<file path="config.mk">
export PLATFORM = sky130hd
export DESIGN_NAME = ifu_top
export DESIGN_NICKNAME = d
export VERILOG_FILES = /design/src/rtl/ifu_bus_pkg.sv /design/src/rtl/ifu_pkg.sv /design/src/rtl/ifu_ibuf.sv /design/src/rtl/ifu_ibusif.sv /design/src/rtl/ifu_ifctrl.sv /design/src/rtl/ifu_ifdp.sv /design/src/rtl/ifu_top.sv
export SDC_FILE = /design/constraint.sdc
export NUM_CORES = 1
export LEC_CHECK = 0
export ABC_AREA = 1
export BUFFER_PORTS_ARGS = -buffer_cell sky130_fd_sc_hd__buf_2
export CORE_ASPECT_RATIO = 1.2
export CORE_MARGIN = 1
export CORE_UTILIZATION = 52
export DETAILED_ROUTE_END_ITERATION = 10
export PLACE_DENSITY = 0.75
export SLEW_MARGIN = 40
export SYNTH_ARGS = -nofsm -noshare
export SYNTH_HDL_FRONTEND = slang
export SYNTH_SLANG_ARGS = --single-unit
</file>
<file path="constraint.sdc">
create_clock -name forever_cpuclk -period 4.1 [get_ports forever_cpuclk]
set_input_delay 0.41 -clock forever_cpuclk [delete_from_list [all_inputs] [get_ports forever_cpuclk]]
set_output_delay 0.41 -clock forever_cpuclk [all_outputs]
set_load 0.1 [all_outputs]
</file>
<file path="src/rtl/ifu_bus_pkg.sv">
/*
 * Instruction bus definitions
 * AXI4-Lite read channel widths, response codes and bus FSM states
 */
`default_nettype none

package ifu_bus_pkg;

  localparam int AXI_ADDR_W = 32;
  localparam int AXI_DATA_W = 32;

  // Unprivileged, secure, instruction access
  localparam logic [2:0] ARPROT_INST = 3'b100;

  typedef enum logic [1:0] {
    OKAY   = 2'b00,
    EXOKAY = 2'b01,
    SLVERR = 2'b10,
    DECERR = 2'b11
  } axi_resp_e;

  // One transaction at a time, so three states are enough
  typedef enum logic [1:0] {
    IBUS_IDLE = 2'b00,
    IBUS_ADDR = 2'b01,
    IBUS_DATA = 2'b10
  } ibus_state_e;

endpackage

`default_nettype wire

</file>
<file path="src/rtl/ifu_pkg.sv">
/*
 * Instruction fetch unit shared definitions
 * Fetch widths, instruction buffer sizing and the reset fetch address
 */
`default_nettype none

package ifu_pkg;

  // ====================================================================
  // Fetch widths
  // ====================================================================
  localparam int ADDR_W     = 32;
  localparam int INST_W     = 32;

  // Word fetch only, so every step is one full instruction
  localparam int INST_BYTES = 4;

  // First fetch after reset
  localparam logic [ADDR_W-1:0] RST_ADDR = 32'h0000_1000;

  // ====================================================================
  // Instruction buffer
  // ====================================================================
  localparam int IBUF_DEPTH = 4;
  localparam int IBUF_PTR_W = 2;

  // ====================================================================
  // Types
  // ====================================================================
  typedef logic [ADDR_W-1:0] fetch_addr_t;
  typedef logic [INST_W-1:0] inst_t;

endpackage

`default_nettype wire

</file>
<file path="src/rtl/ifu_ibuf.sv">
/*
 * Instruction buffer
 * Small FIFO of fetched words with address and bus error flag
 */
`timescale 1ns/1ps
`default_nettype none

module ifu_ibuf (
  input  logic                 forever_cpuclk,
  input  logic                 rst,
  input  logic                 iu_yy_xx_flush,
  input  logic                 resp_vld,
  input  ifu_pkg::inst_t       resp_data,
  input  ifu_pkg::fetch_addr_t resp_addr,
  input  logic                 resp_err,
  input  logic                 pop,
  output logic                 ibuf_room,
  output logic                 ibuf_vld,
  output ifu_pkg::inst_t       ibuf_inst,
  output ifu_pkg::fetch_addr_t ibuf_addr,
  output logic                 ibuf_err
);

  typedef logic [ifu_pkg::IBUF_PTR_W-1:0] ptr_t;
  typedef logic [ifu_pkg::IBUF_PTR_W:0]   cnt_t;

  ifu_pkg::inst_t       inst_mem [ifu_pkg::IBUF_DEPTH];
  ifu_pkg::fetch_addr_t addr_mem [ifu_pkg::IBUF_DEPTH];
  logic                 err_mem  [ifu_pkg::IBUF_DEPTH];

  ptr_t wr_ptr;
  ptr_t rd_ptr;
  cnt_t count;
  logic pop_en;

  assign pop_en = pop && ibuf_vld;

  // ====================================================================
  // Pointers and occupancy
  // ====================================================================
  always_ff @(posedge forever_cpuclk) begin
    if (rst || iu_yy_xx_flush) begin
      wr_ptr <= '0;
      rd_ptr <= '0;
      count  <= '0;
    end else begin
      if (resp_vld) begin
        wr_ptr <= wr_ptr + 1'b1;
      end
      if (pop_en) begin
        rd_ptr <= rd_ptr + 1'b1;
      end
      unique case ({resp_vld, pop_en})
        2'b10:   count <= count + 1'b1;
        2'b01:   count <= count - 1'b1;
        default: count <= count;
      endcase
    end
  end

  // Entry storage
  always_ff @(posedge forever_cpuclk) begin
    if (resp_vld) begin
      inst_mem[wr_ptr] <= resp_data;
      addr_mem[wr_ptr] <= resp_addr;
      err_mem[wr_ptr]  <= resp_err;
    end
  end

  // ====================================================================
  // Head and status
  // ====================================================================
  assign ibuf_vld  = (count != '0);
  // Two free slots, room for an in-flight word plus the next one
  assign ibuf_room = (count <= cnt_t'(ifu_pkg::IBUF_DEPTH - 2));

  assign ibuf_inst = inst_mem[rd_ptr];
  assign ibuf_addr = addr_mem[rd_ptr];
  assign ibuf_err  = err_mem[rd_ptr];

endmodule

`default_nettype wire

</file>
<file path="src/rtl/ifu_ibusif.sv">
/*
 * Instruction bus interface
 * AXI4-Lite read master, one transaction per accepted fetch request
 */
`timescale 1ns/1ps
`default_nettype none

module ifu_ibusif (
  input  logic                                 forever_cpuclk,
  input  logic                                 rst,
  input  logic                                 fetch_req,
  input  ifu_pkg::fetch_addr_t                 fetch_addr,
  input  logic                                 iu_yy_xx_flush,
  input  logic                                 arready,
  input  logic [ifu_bus_pkg::AXI_DATA_W-1:0]   rdata,
  input  ifu_bus_pkg::axi_resp_e               rresp,
  input  logic                                 rvalid,
  output logic                                 fetch_ack,
  output logic [ifu_bus_pkg::AXI_ADDR_W-1:0]   araddr,
  output logic [2:0]                           arprot,
  output logic                                 arvalid,
  output logic                                 rready,
  output logic                                 resp_vld,
  output ifu_pkg::inst_t                       resp_data,
  output ifu_pkg::fetch_addr_t                 resp_addr,
  output logic                                 resp_err,
  output logic                                 ifu_iu_ibus_idle
);

  ifu_bus_pkg::ibus_state_e state;
  ifu_pkg::fetch_addr_t     addr_q;
  logic                     discard_q;

  // ====================================================================
  // Bus FSM
  // ====================================================================
  always_ff @(posedge forever_cpuclk) begin
    if (rst) begin
      state     <= ifu_bus_pkg::IBUS_IDLE;
      discard_q <= 1'b0;
    end else begin
      unique case (state)
        ifu_bus_pkg::IBUS_IDLE: begin
          if (fetch_req) begin
            state     <= ifu_bus_pkg::IBUS_ADDR;
            discard_q <= 1'b0;
          end
        end
        ifu_bus_pkg::IBUS_ADDR: begin
          if (arready) begin
            state <= ifu_bus_pkg::IBUS_DATA;
          end
          if (iu_yy_xx_flush) begin
            discard_q <= 1'b1;
          end
        end
        ifu_bus_pkg::IBUS_DATA: begin
          if (rvalid) begin
            state <= ifu_bus_pkg::IBUS_IDLE;
          end
          if (iu_yy_xx_flush) begin
            discard_q <= 1'b1;
          end
        end
        default: state <= ifu_bus_pkg::IBUS_IDLE;
      endcase
    end
  end

  // Request address, kept to tag the response
  always_ff @(posedge forever_cpuclk) begin
    if (state == ifu_bus_pkg::IBUS_IDLE && fetch_req) begin
      addr_q <= fetch_addr;
    end
  end

  // ====================================================================
  // Outputs
  // ====================================================================
  assign fetch_ack        = (state == ifu_bus_pkg::IBUS_IDLE);
  assign ifu_iu_ibus_idle = (state == ifu_bus_pkg::IBUS_IDLE);

  assign araddr  = addr_q;
  assign arprot  = ifu_bus_pkg::ARPROT_INST;
  assign arvalid = (state == ifu_bus_pkg::IBUS_ADDR);
  assign rready  = (state == ifu_bus_pkg::IBUS_DATA);

  // Data of a flushed transaction is taken off the bus and dropped
  assign resp_vld  = rready && rvalid && !discard_q;
  assign resp_data = rdata;
  assign resp_addr = addr_q;
  assign resp_err  = (rresp == ifu_bus_pkg::SLVERR) || (rresp == ifu_bus_pkg::DECERR);

endmodule

`default_nettype wire

</file>
<file path="src/rtl/ifu_ifctrl.sv">
/*
 * Fetch control
 * Sequential fetch address and request generation, redirected on flush
 */
`timescale 1ns/1ps
`default_nettype none

module ifu_ifctrl (
  input  logic                 forever_cpuclk,
  input  logic                 rst,
  input  logic                 iu_yy_xx_flush,
  input  ifu_pkg::fetch_addr_t iu_ifu_addr,
  input  logic                 ibuf_room,
  input  logic                 fetch_ack,
  output logic                 fetch_req,
  output ifu_pkg::fetch_addr_t fetch_addr
);

  ifu_pkg::fetch_addr_t addr_q;
  logic                 fetch_on;
  logic                 fetch_acc;

  // ====================================================================
  // Request
  // ====================================================================

  // Fetching starts the cycle after reset releases
  always_ff @(posedge forever_cpuclk) begin
    if (rst) begin
      fetch_on <= 1'b0;
    end else begin
      fetch_on <= 1'b1;
    end
  end

  assign fetch_req = fetch_on && ibuf_room && !iu_yy_xx_flush;
  assign fetch_acc = fetch_req && fetch_ack;

  // ====================================================================
  // Fetch address
  // ====================================================================
  always_ff @(posedge forever_cpuclk) begin
    if (rst) begin
      addr_q <= ifu_pkg::RST_ADDR;
    end else if (iu_yy_xx_flush) begin
      // Redirect target, forced onto a word boundary
      addr_q <= {iu_ifu_addr[ifu_pkg::ADDR_W-1:2], 2'b00};
    end else if (fetch_acc) begin
      addr_q <= addr_q + ifu_pkg::fetch_addr_t'(ifu_pkg::INST_BYTES);
    end
  end

  // Held stable until the bus interface takes it
  assign fetch_addr = addr_q;

endmodule

`default_nettype wire

</file>
<file path="src/rtl/ifu_ifdp.sv">
/*
 * Fetch datapath stage
 * Output register towards the execute unit with stall hold and flush kill
 */
`timescale 1ns/1ps
`default_nettype none

module ifu_ifdp (
  input  logic                 forever_cpuclk,
  input  logic                 rst,
  input  logic                 iu_yy_xx_flush,
  input  logic                 iu_ifu_ex_stall,
  input  logic                 ibuf_vld,
  input  ifu_pkg::inst_t       ibuf_inst,
  input  ifu_pkg::fetch_addr_t ibuf_addr,
  input  logic                 ibuf_err,
  output logic                 pop,
  output ifu_pkg::inst_t       ifu_iu_ex_inst,
  output ifu_pkg::fetch_addr_t ifu_iu_ex_addr,
  output logic                 ifu_iu_ex_inst_vld,
  output logic                 ifu_iu_ex_expt_vld
);

  ifu_pkg::inst_t       inst_q;
  ifu_pkg::fetch_addr_t addr_q;
  logic                 err_q;
  logic                 vld_q;
  logic                 load_ok;

  // Register free, or its instruction leaves this cycle
  assign load_ok = !vld_q || !iu_ifu_ex_stall;
  assign pop     = load_ok && ibuf_vld && !iu_yy_xx_flush;

  always_ff @(posedge forever_cpuclk) begin
    if (rst || iu_yy_xx_flush) begin
      vld_q <= 1'b0;
    end else if (load_ok) begin
      vld_q <= ibuf_vld;
    end
  end

  always_ff @(posedge forever_cpuclk) begin
    if (pop) begin
      inst_q <= ibuf_inst;
      addr_q <= ibuf_addr;
      err_q  <= ibuf_err;
    end
  end

  assign ifu_iu_ex_inst     = inst_q;
  assign ifu_iu_ex_addr     = addr_q;
  assign ifu_iu_ex_inst_vld = vld_q;
  // Fetch exception only counts with a valid instruction
  assign ifu_iu_ex_expt_vld = vld_q && err_q;

endmodule

`default_nettype wire

</file>
<file path="src/rtl/ifu_top.sv">
/*
 * Instruction fetch unit top level
 * Bus interface, buffer, fetch control and output stage
 */
`timescale 1ns/1ps
`default_nettype none

module ifu_top (
  input  logic                   forever_cpuclk,
  input  logic                   rst,
  // AXI4-Lite read channels
  output ifu_pkg::fetch_addr_t   araddr,
  output logic [2:0]             arprot,
  output logic                   arvalid,
  input  logic                   arready,
  input  ifu_pkg::inst_t         rdata,
  input  ifu_bus_pkg::axi_resp_e rresp,
  input  logic                   rvalid,
  output logic                   rready,
  // Execute unit
  input  logic                   iu_ifu_ex_stall,
  input  logic                   iu_yy_xx_flush,
  input  ifu_pkg::fetch_addr_t   iu_ifu_addr,
  output ifu_pkg::inst_t         ifu_iu_ex_inst,
  output ifu_pkg::fetch_addr_t   ifu_iu_ex_addr,
  output logic                   ifu_iu_ex_inst_vld,
  output logic                   ifu_iu_ex_expt_vld,
  output logic                   ifu_iu_ibus_idle
);

  logic                 fetch_req;
  logic                 fetch_ack;
  ifu_pkg::fetch_addr_t fetch_addr;
  logic                 resp_vld;
  ifu_pkg::inst_t       resp_data;
  ifu_pkg::fetch_addr_t resp_addr;
  logic                 resp_err;
  logic                 ibuf_room;
  logic                 ibuf_vld;
  ifu_pkg::inst_t       ibuf_inst;
  ifu_pkg::fetch_addr_t ibuf_addr;
  logic                 ibuf_err;
  logic                 pop;

  // ====================================================================
  // Sub-blocks
  // ====================================================================
  ifu_ibusif x_ibusif (
    .forever_cpuclk   (forever_cpuclk  ),
    .rst              (rst             ),
    .fetch_req        (fetch_req       ),
    .fetch_addr       (fetch_addr      ),
    .iu_yy_xx_flush   (iu_yy_xx_flush  ),
    .arready          (arready         ),
    .rdata            (rdata           ),
    .rresp            (rresp           ),
    .rvalid           (rvalid          ),
    .fetch_ack        (fetch_ack       ),
    .araddr           (araddr          ),
    .arprot           (arprot          ),
    .arvalid          (arvalid         ),
    .rready           (rready          ),
    .resp_vld         (resp_vld        ),
    .resp_data        (resp_data       ),
    .resp_addr        (resp_addr       ),
    .resp_err         (resp_err        ),
    .ifu_iu_ibus_idle (ifu_iu_ibus_idle)
  );

  ifu_ibuf x_ibuf (
    .forever_cpuclk (forever_cpuclk),
    .rst            (rst           ),
    .iu_yy_xx_flush (iu_yy_xx_flush),
    .resp_vld       (resp_vld      ),
    .resp_data      (resp_data     ),
    .resp_addr      (resp_addr     ),
    .resp_err       (resp_err      ),
    .pop            (pop           ),
    .ibuf_room      (ibuf_room     ),
    .ibuf_vld       (ibuf_vld      ),
    .ibuf_inst      (ibuf_inst     ),
    .ibuf_addr      (ibuf_addr     ),
    .ibuf_err       (ibuf_err      )
  );

  ifu_ifctrl x_ifctrl (
    .forever_cpuclk (forever_cpuclk),
    .rst            (rst           ),
    .iu_yy_xx_flush (iu_yy_xx_flush),
    .iu_ifu_addr    (iu_ifu_addr   ),
    .ibuf_room      (ibuf_room     ),
    .fetch_ack      (fetch_ack     ),
    .fetch_req      (fetch_req     ),
    .fetch_addr     (fetch_addr    )
  );

  ifu_ifdp x_ifdp (
    .forever_cpuclk     (forever_cpuclk    ),
    .rst                (rst               ),
    .iu_yy_xx_flush     (iu_yy_xx_flush    ),
    .iu_ifu_ex_stall    (iu_ifu_ex_stall   ),
    .ibuf_vld           (ibuf_vld          ),
    .ibuf_inst          (ibuf_inst         ),
    .ibuf_addr          (ibuf_addr         ),
    .ibuf_err           (ibuf_err          ),
    .pop                (pop               ),
    .ifu_iu_ex_inst     (ifu_iu_ex_inst    ),
    .ifu_iu_ex_addr     (ifu_iu_ex_addr    ),
    .ifu_iu_ex_inst_vld (ifu_iu_ex_inst_vld),
    .ifu_iu_ex_expt_vld (ifu_iu_ex_expt_vld)
  );

endmodule

`default_nettype wire

</file>
==> results of run 1 <==
flip-flops by register name, indices dropped and copies added (netlist names), 2 cells and up:
register	count
x_ifdp.ifu_iu_ex_addr	30
x_ibuf.err_mem	4
x_ibuf.inst_mem	128
x_ifdp.ifu_iu_ex_inst	32
x_ibuf.wr_ptr	2
x_ibuf.addr_mem	120
x_ibuf.count	3
x_ifctrl.fetch_addr	30
x_ibusif.state	2
x_ibusif.araddr	30
x_ibuf.rd_ptr	2
placed cells by master (no fill, tap or decap), drive strengths merged, types with 5 or more instances in the layout:
cell type  synthesis  routed
xor2               5       5
nand2            126     126
o21ai            155     155
o22ai             63      63
buf               20     178
edfxtp           345     345
inv               66      66
ha                 9       9
a21oi             35      35
clkinv             1      18
nor2             188     188
nand3             30      30
dfxtp             42      42
conb               2       7
clkbuf            42      45
worst max path at each step:
stage / start / endpoint / slack [ns] / depth (start not counted)
final: x_ibusif.state[0] / x_ibuf.addr_mem[3][24] / 1.38 / 7
after global routing: x_ibusif.state[0] / x_ibuf.addr_mem[3][24] / 1.21 / 7
after CTS: x_ibusif.state[0] / x_ibuf.addr_mem[3][25] / 1.37 / 7
after detailed placement: x_ibusif.state[0] / x_ibuf.inst_mem[3][7] / 1.39 / 7
after global placement: x_ibusif.state[0] / x_ibuf.inst_mem[3][6] / 1.39 / 7
after floorplan: x_ibusif.state[0] / x_ibuf.addr_mem[0][10] / -0.65 / 6
through the flow:
stage	instances	TNS [ns]	util [%]	cell area (sq um)	hold slack, ns
5_1_grt	1723	0	61.6	17300	0.0874
3_3_place_gp	1655	0	57.3	16100	0.446
2_1_floorplan	1160	-163.28	-	14900	0.431
6_report	1723	0	61.6	17300	0.103
4_1_cts	1722	0	61.6	17300	0.0872
3_5_place_dp	1655	0	57.4	16100	0.456
logic make-up after synthesis:
logic type,Yosys count
compound gates,267
fa+ha+maj,10
other cells,2
simple gates,353
flops,387
xor+xnor,7
buf+inv,129
cell type report:
class	instances	share of cell area, %
Antenna cell	1	0.0145
Clock buffer	45	5.77
Clock inverter	22	1.09
Inverter	67	1.49
Multi-Input combinational cell	644	18.6
Sequential cell	387	64.8
Tap cell	379	2.74
Timing Repair Buffer	178	5.47
power by group through the flow:
stage | clock network, uW | logic [uW] | registers (uW)
3_5_place_dp | 0 | 1310 | 4850
4_1_cts | 3370 | 1310 | 4760
6_report | 3320 | 1300 | 4760
5_1_grt | 3520 | 1380 | 4790
2_1_floorplan | 0 | 483 | 5380
3_3_place_gp | 0 | 1290 | 4840
routing by layer:
layer | track usage [%] | routed length (microns)
met1 | 26.5 | 12200
met2 | 35.2 | 15300
met3 | 3.91 | 2030
met4 | 7.81 | 1000
met5 | 0 | 0
==> metrics.txt, run 1 <==
hold_sp=rdata[6]; Synth Area per Inst=roughly 13 sq um; leading post-synthesis cells by cell area=edfxtp_1, dfxtp_1, o21ai_0; synth unique cells=between 40 and 50; DRC errors left=0; YS warnings=0; final WL=a little over 30000 microns; CTS tree=built; die width=157 microns; worst setup margin=1.38 ns; Fin Clk Skew=0.0169 ns; Finish-stage setup viols=0; status=finished, final reports clean; final cycle utilization of the critical path=66.3%; Flop pwr share=50.7%; dominant cell by count in the synthesized netlist=edfxtp_1; largest family of logic cells by synthesized area=simple AND/OR/NAND/NOR gates; slowest CP cell=nor2_4; reg2reg setup slack=1.38 ns; Avg WL per Cell=about 18 microns; Worst R2R Path Depth=7; initial core utilization=between 50 and 60%; Max Buffers Root-to-Sink=3; worst reg2reg startpoint=x_ibusif.state[0]; multiplexer area fraction after synthesis=0%; Max-slew headroom=46.4%; Initial DRC Count=659; post-DP HPWL=17900 microns; CP max FO=28; total chip power=~9400 uW; H-tree levels=2; cell taking the most area after synthesis=edfxtp_1; die height=188 microns; IO buf count=165; Max VDD drop=about 0.4 mV; TritonCTS Buffers=38; complex-gate fraction of the synthesized area=9.74%; Post-Synth XOR/XNOR Area=0.411%; antenna viol nets, final=0; Core Rows=67; core region area=28100 sq um; Critical Path, Cell by Cell=inv_1, ha_1, nand2_1, nor2_1, clkinv_1, nor2_4, buf_4; fin crit period=2.72 ns; GPL Wtd Cong=roughly 0.87; All-Layer GR Usage=20.8%; Fillers=2123; Worst Hold Class=input pin to register; Worst setup EP type=register; total grt overflow=0; post_cts resized=0; Final nets=~1400; Worst path max stage delay=0.66 ns; pin count of the biggest net entering global routing=105; Lkg Pwr=0.00619 uW; first-pass detailed-route iteration total=5; WHS Endpoint=x_ibuf.inst_mem[3][6]; CP Launch Type=register; Max Cap Violations=0; number of enable flip-flop cells after synthesis=roughly 350; Num Clock Sinks=387; Hold Buf Count CTS=0; WS Path Type=register to register; register area=11200 sq um; area occupied by multi-input gates=approximately 3200 sq um; antenna violations before repair=1; post-CTS setup buffers=0; Post-Syn Area=14900 sq um; top-area cell type share of the netlist area=69.4%; P per Cell Area=roughly 540 nW/um^2; CP arrival=2.88 ns; Critical Path RT=4.26 ns; Via density=5.41; Max Slew Vio Count=0; DIE AREA=29400 sq um; fmax=368 MHz; Area growth syn-to-layout=15.9%; post-synthesis sequential area ratio=75.1%; cell family with most CP delay=buffers and inverters; clk root buf=clkbuf_16; Mapped Cells=1155; Async SR Flop Fraction=0%; most instantiated cells after synthesis=edfxtp_1, nor2_1, o21ai_0, nand2_1; CP Buf/Inv Count=3; P_sw=2620 uW; power share of the clock group=35.4%; layout cells sized above 1=19.9%; via count=9329; Worst-Margin Slew=0.805 ns; FF+latch count, synth=387; sw frac=27.9%; pre-CTS setup slack=1.39 ns; Ports=176; ys flop type=edfxtp_1; Worst R2R End=x_ibuf.addr_mem[3][24]; Comb pwr share=13.9%; Synth Area in Adders=0.889%; post-synthesis simple-gate area fraction=10.2%; P_int=between 6000 and 7000 uW; first-pass GRT wire length=about 46000 microns; clock-pin slew on the worst setup and hold paths=0.06 ns; Skew-Pair Late Insertion Delay=0.52 ns; Hold Path Cell Cnt=1; vias in the first global route=just under 9000; Fin. Hold Viols=0; RSZ-0062 raised after global routing=false
Note: power is estimated with default switching activity, not from simulation.
==> run 2, diff against run 1 <==
--- a/config.mk
+++ b/config.mk
@@ -9,9 +9,9 @@
 export BUFFER_PORTS_ARGS = -buffer_cell sky130_fd_sc_hd__buf_2
 export CORE_ASPECT_RATIO = 1.2
 export CORE_MARGIN = 1
-export CORE_UTILIZATION = 52
+export CORE_UTILIZATION = 58
 export DETAILED_ROUTE_END_ITERATION = 10
-export PLACE_DENSITY = 0.75
+export PLACE_DENSITY = 0.79
 export SLEW_MARGIN = 40
 export SYNTH_ARGS = -nofsm -noshare
 export SYNTH_HDL_FRONTEND = slang
==> constraint.sdc (replaced) <==
create_clock -name forever_cpuclk -period 2.6 [get_ports forever_cpuclk]
set_input_delay 0.26 -clock forever_cpuclk [delete_from_list [all_inputs] [get_ports forever_cpuclk]]
set_output_delay 0.26 -clock forever_cpuclk [all_outputs]
set_load 0.1 [all_outputs]
==> run 2 against run 1 <==
  * Worst hold slack got worse by 0.067 ns
  * Via count increased by 3.0%
  * Sequential cell count unchanged
  * Cell count decreased by 0.99%
  * Critical path type unchanged
  * Largest power group unchanged
==> metrics.txt, run 2 (synthesized netlist as in run 1, its figures left out) <==
status=finished, final reports clean; Finish-stage setup viols=0 (unchanged); post-DP HPWL=19300 microns (+8.0%); cell family with most CP delay=adder cells; core region area=25000 sq um (-11%); Worst setup EP type=register; via count=9609 (+3.0%); layout cells sized above 1=19.7% (-0.18 points); Max Cap Violations=0 (unchanged); Max Buffers Root-to-Sink=3 (unchanged); final cycle utilization of the critical path=82.8% (+17 points); Flop pwr share=51.3% (+0.6 points); total chip power=14600 uW (+56%); reg2reg setup slack=0.45 ns (-0.94 ns); die width=148 microns (-5.2%); P_sw=4030 uW (+54%); power share of the clock group=33.9% (-1.5 points); IO buf count=165 (unchanged); H-tree levels=2 (unchanged); GPL Wtd Cong=0.900 (+3.2%); Core Rows=63 (-6.0%); CP Launch Type=register; Most flops, register=x_ibuf.inst_mem; P per Cell Area=827 nW/um^2 (+53%); vias in the first global route=9271 (+5.7%); non-filler instance count after layout=1706 (-0.99%); commonest non-fill, non-tap cell in the layout=edfxtp_1; Max VDD drop=0.907 mV (+120%); Skew-Pair Late Insertion Delay=0.50 ns (-0.02 ns); Critical Path, Cell by Cell=inv_1, ha_4, nand2_1, nor2_1, clkinv_2, ha_1, inv_1, fa_1, a21oi_1, o21ai_0, o21ai_0, a21oi_1; RSZ-0062 raised after global routing=false; CP max FO=9 (-68%); antenna violations before repair=0 (-1); Worst-Margin Slew=0.662 ns (-0.143 ns); pin count of the biggest net entering global routing=100 (-4.8%); Ports=176 (unchanged); Area growth syn-to-layout=18.5%; WS Path Type=register to register; All-Layer GR Usage=24.1% (+3.3 points); fmax=464 MHz (+26%); sw frac=27.6% (-0.38 points); Initial DRC Count=724 (+9.9%); Num Clock Sinks=387 (unchanged); clk root buf=clkbuf_16; Max Slew Vio Count=0 (unchanged); final core utilization=70.8% (+9.1 points); Fin Clk Skew=0.0130 ns (-0.00385 ns); slowest CP cell=fa_1; CP arrival=2.54 ns (-0.34 ns); Worst path max stage delay=0.39 ns (-0.27 ns); DIE AREA=26400 sq um (-10%); initial core utilization=59.7% (+6.6 points); die height=178 microns (-5.3%); first-pass detailed-route iteration total=5 (unchanged); CP Buf/Inv Count=3 (unchanged); P_int=10600 uW (+57%); Via density=5.63 (+4.0%); most frequent cells in the layout=edfxtp_1, nor2_1, buf_2; final WL=31600 microns (+3.3%); Critical Path RT=2.99 ns (-1.27 ns); Avg WL per Cell=18.5 microns (+4.4%); TritonCTS Buffers=36 (-5.3%); first-pass GRT wire length=48500 microns (+4.4%); n_diodes=0 (-1); Comb pwr share=14.8% (+0.9 points); total negative slack=0 ns (unchanged); fin crit period=2.15 ns (-0.564 ns); DRC errors left=0 (unchanged); Max-slew headroom=55.9% (+9.5 points); antenna viol nets, final=0 (unchanged); Fin. Hold Viols=0 (unchanged); max FFs per register=128 (unchanged); CTS tree=built; Final nets=1442 (+3.1%); Lkg Pwr=0.00636 uW (+2.8%); Placed Cells=1614 (-2.5%); total grt overflow=0 (unchanged); Worst Hold Class=input pin to register; clock-pin slew on the worst setup and hold paths=0.06 ns (about the same)
-- run 2: cell count changes in the layout (fill, tap and decap cells not counted), moves of 3 or more --
cell | previous run | this run
clkinv_1 | 8 | 3
dlygate4sd3_1 | 0 | 33
buf_12 | 1 | 10
buf_6 | 3 | 0
clkbuf_1 | 6 | 13
clkinv_2 | 9 | 4
buf_4 | 9 | 16
-- run 2: final timing paths --
kind	end	depth (start not counted)	from
setup / recovery	x_ibuf.count[2]	12	x_ibusif.state[0]
hold / removal	x_ifctrl.fetch_addr[7]	3	iu_ifu_addr[7]
setup reg to reg	x_ibuf.count[2]	12	x_ibusif.state[0]
hold reg to reg	x_ibusif.araddr[31]	0	x_ifctrl.fetch_addr[31]
-- run 2: worst reg2reg max path, delay by kind of cell (launching register included) --
family / cells / cell delay [ns]
compound gates: 4 / 0.50
simple gates: 2 / 0.11
flops: 1 / 0.35
fa+ha+maj: 3 / 0.74
buf+inv: 3 / 0.33
-- run 2: power groups by stage --
stage	sequential, uW	clock (uW)	combinational [uW]
after detailed placement	7630	0	2120
after global routing	7550	5260	2290
after CTS	7500	5040	2170
final	7510	4960	2160
after global placement	7610	0	2090
after floorplan	8480	0	783
-- run 2: metrics by stage --
| stage | area [sq um] | worst slack, ns | hold slack (ns) |
|---|---|---|---|
| floorplan | 15000 | 0.0441 | 0.359 |
| global placement | 16300 | 0.519 | 0.448 |
| detailed placement | 16300 | 0.465 | 0.448 |
| CTS | 17700 | 0.440 | 0.0179 |
| global route | 17700 | 0.313 | 0.0480 |
| finish | 17700 | 0.446 | 0.0360 |
-- run 2: layer usage --
layer | global-route usage [%] | share of wire, %
met5 | 0 | 0
met4 | 9.49 | 3.0
met3 | 3.55 | 7.1
met2 | 41.2 | 50
met1 | 30.9 | 40
-- run 2: final cells by class --
cell class,count,area [sq um]
tap,325,407
multi-input combinational,644,3240
sequential,387,11200
clock buffer,50,975
clock inverter,9,119
inverter,67,258
fill,1632,7310
timing repair buffer,224,1480
-- run 2: timing repair --
action	CTS	global route
buffers inserted	0	0
endpoints found under the hold margin	132	0
gates resized for setup	0	0
hold buffers	33	0
==> run 3, diff against run 2 <==
--- a/config.mk
+++ b/config.mk
@@ -9,9 +9,9 @@
 export BUFFER_PORTS_ARGS = -buffer_cell sky130_fd_sc_hd__buf_2
 export CORE_ASPECT_RATIO = 1.2
 export CORE_MARGIN = 1
-export CORE_UTILIZATION = 58
+export CORE_UTILIZATION = 52
 export DETAILED_ROUTE_END_ITERATION = 10
-export PLACE_DENSITY = 0.79
+export PLACE_DENSITY = 0.75
 export SLEW_MARGIN = 40
 export SYNTH_ARGS = -nofsm -noshare
 export SYNTH_HDL_FRONTEND = slang
==> constraint.sdc (replaced) <==
create_clock -name forever_cpuclk -period 1.9 [get_ports forever_cpuclk]
set_input_delay 0.19 -clock forever_cpuclk [delete_from_list [all_inputs] [get_ports forever_cpuclk]]
set_output_delay 0.19 -clock forever_cpuclk [all_outputs]
set_load 0.1 [all_outputs]
==> run 3 against run 2 <==
  * Via count is 0.82% lower
  * Clock skew about the same
  * Design area increased by 2.8%
  * Utilization down 6.0 points
  * Power up 41%
  * Global-route usage decreased by 2.2 points
  * Register-to-register slack worse by 0.39 ns
  * Wire length decreased by 0.29%
  * Critical path depth fell by 5
  * Worst setup slack got worse by 0.39 ns
  * Die area up 11%
  * Critical endpoint is now x_ibuf.inst_mem[0][8]
==> metrics.txt, run 3 (synthesized netlist as in run 1, its figures left out) <==
Skew-Pair Late Insertion Delay=0.52 ns (+0.02 ns); H-tree levels=2 (unchanged); Lkg Pwr=0.00654 uW (+2.8%); Finish-stage setup viols=0 (unchanged); vias in the first global route=9272 (+0.011%); Via density=5.32 (-5.5%); initial core utilization=53.1% (-6.6 points); CTS tree=built; first-pass detailed-route iteration total=5 (unchanged); fin crit period=1.84 ns (-0.314 ns); WHS Endpoint=x_ifctrl.fetch_addr[11]; Most flops, register=x_ibuf.inst_mem; DRC errors left=0 (unchanged); die width=157 microns (+5.5%); Ports=176 (unchanged); CP Launch Type=register; Placed Cells=1677 (+3.9%); antenna violations before repair=0 (unchanged); max FFs per register=128 (unchanged); Max Buffers Root-to-Sink=3 (unchanged); status=finished, final reports clean; P per Cell Area=1140 nW/um^2 (+37%); Worst-Margin Slew=0.543 ns (-0.119 ns); DIE AREA=29400 sq um (+11%); clock-pin slew on the worst setup and hold paths=0.07 ns (about the same); most frequent cells in the layout=edfxtp_1, nor2_1, buf_2; Worst Hold Class=input pin to register; Num Clock Sinks=387 (unchanged); Initial DRC Count=540 (-25%); first-pass GRT wire length=48900 microns (+0.97%); CP max FO=46 (+37); commonest non-fill, non-tap cell in the layout=edfxtp_1; Post-DP Area=16500 sq um (+1.2%); non-filler instance count after layout=1790 (+4.9%); Core Rows=67 (+6.3%); Fin. Hold Viols=0 (unchanged); Critical Path RT=2.09 ns (-0.90 ns); Avg WL per Cell=17.6 microns (-5.0%); Worst R2R End=x_ibuf.inst_mem[0][8]; die height=188 microns (+5.5%); layout cells sized above 1=21.8% (+2.1 points); post-DP HPWL=19500 microns (+1.3%); final WL=31500 microns (-0.29%); WS Path Type=register to register; GPL Wtd Cong=0.901 (+0.11%); reg2reg setup slack=0.06 ns (-0.39 ns); via count=9530 (-0.82%); hold_sp=iu_ifu_addr[11]; Max VDD drop=1.35 mV (+49%); Max-slew headroom=64.1% (+8.2 points); Max Cap Violations=0 (unchanged); Max Slew Vio Count=0 (unchanged); Worst setup EP type=register; total grt overflow=0 (unchanged); CP arrival=2.03 ns (-0.51 ns); core region area=28100 sq um (+12%); Worst R2R Path Depth=7 (-5); IO buf count=165 (unchanged); worst reg2reg startpoint=x_ibusif.state[1]; All-Layer GR Usage=21.8% (-2.2 points); clk root buf=clkbuf_16; Final nets=1467 (+1.7%); Hold Path Cell Cnt=5 (+2); fmax=543 MHz (+17%); pin count of the biggest net entering global routing=100 (unchanged); Fin Clk Skew=0.0132 ns (+0.000143 ns); antenna viol nets, final=0 (unchanged); final cycle utilization of the critical path=96.8% (+14 points); post-route cell area=18200 sq um (+2.8%); TritonCTS Buffers=38 (+5.6%); total negative slack=0 ns (unchanged); Area growth syn-to-layout=21.8%; n_diodes=0 (unchanged)
[run 3: changes by cell type in the layout (fill, tap and decap cells not counted), moves of 3 or more]
cell	previous run	this run
dlygate4sd3_1	33	46
buf_4	16	23
clkinvlp_4	2	5
nand2_2	4	7
nand2_1	120	117
buf_12	10	14
inv_6	0	3
inv_1	61	57
dfxtp_1	39	36
clkbuf_1	13	6
clkinv_1	3	8
o21ai_0	153	150
inv_2	3	6
[run 3: how the worst max path moves through the flow]
stage                       from                      to  slack (ns)
2_1_floorplan  x_ibusif.state[0]  x_ibuf.addr_mem[0][10]       -0.63
3_3_place_gp   x_ibusif.state[0]         x_ibuf.count[2]        0.07
3_5_place_dp   x_ibusif.state[0]         x_ibuf.count[2]        0.06
4_1_cts          x_ibuf.count[2]         x_ibuf.count[2]        0.04
5_1_grt        x_ibusif.state[1]  x_ibuf.inst_mem[3][29]       -0.01
6_report       x_ibusif.state[1]   x_ibuf.inst_mem[0][8]        0.06
[run 3: timing repair]
action                                  in CTS  in global routing
resized for setup                            1                 14
gates cloned                                 0                  0
pin swaps                                    0                  4
endpoints found under the setup margin       1                 89
hold endpoints to repair                   144                  0
buffers inserted                             0                  1
hold buffers                                46                  0
[run 3: per-stage QoR]
stage	setup slack [ns]	util [%]	total power, uW	hold WS, ns
3_3_place_gp	0.0654	58.6	13300	0.403
2_1_floorplan	-0.633	-	12700	0.289
3_5_place_dp	0.0602	58.6	13400	0.413
6_report	0.0599	64.7	20700	0.0141
5_1_grt	-0.0142	64.7	21300	0.0448
4_1_cts	0.0401	64.6	20700	0.00172
[run 3: metal layers]
| layer | global-route usage [%] | share of wire, % | vias to the layer above |
|---|---|---|---|
| met1 | 27.2 | 40 | 4532 |
| met4 | 9.77 | 3.9 | 0 |
| met5 | 0 | 0 | - |
| met2 | 38.0 | 50 | 347 |
| li1 | - | - | 4575 |
| met3 | 2.80 | 5.8 | 76 |
[run 3: cell type report]
cell class | count | area [sq um]
Tap cell | 379 | 474
Sequential cell | 387 | 11200
Clock inverter | 21 | 216
Inverter | 67 | 260
Clock buffer | 45 | 998
Timing Repair Buffer | 247 | 1730
Fill cell | 2041 | 9910
Multi-Input combinational cell | 644 | 3280
[run 3: power breakdown]
part	switching, uW	internal (uW)
clock network	3000	4310
logic	2420	663
registers	317	9950
[run 3: critical path: stages (launching register included)]
cell and delay, ns:
dfxtp_1 0.39, ha_4 0.17, nand2_2 0.05, nor2_2 0.13, clkinv_2 0.10, buf_4 0.20
nor2_4 0.15, buf_12 0.29
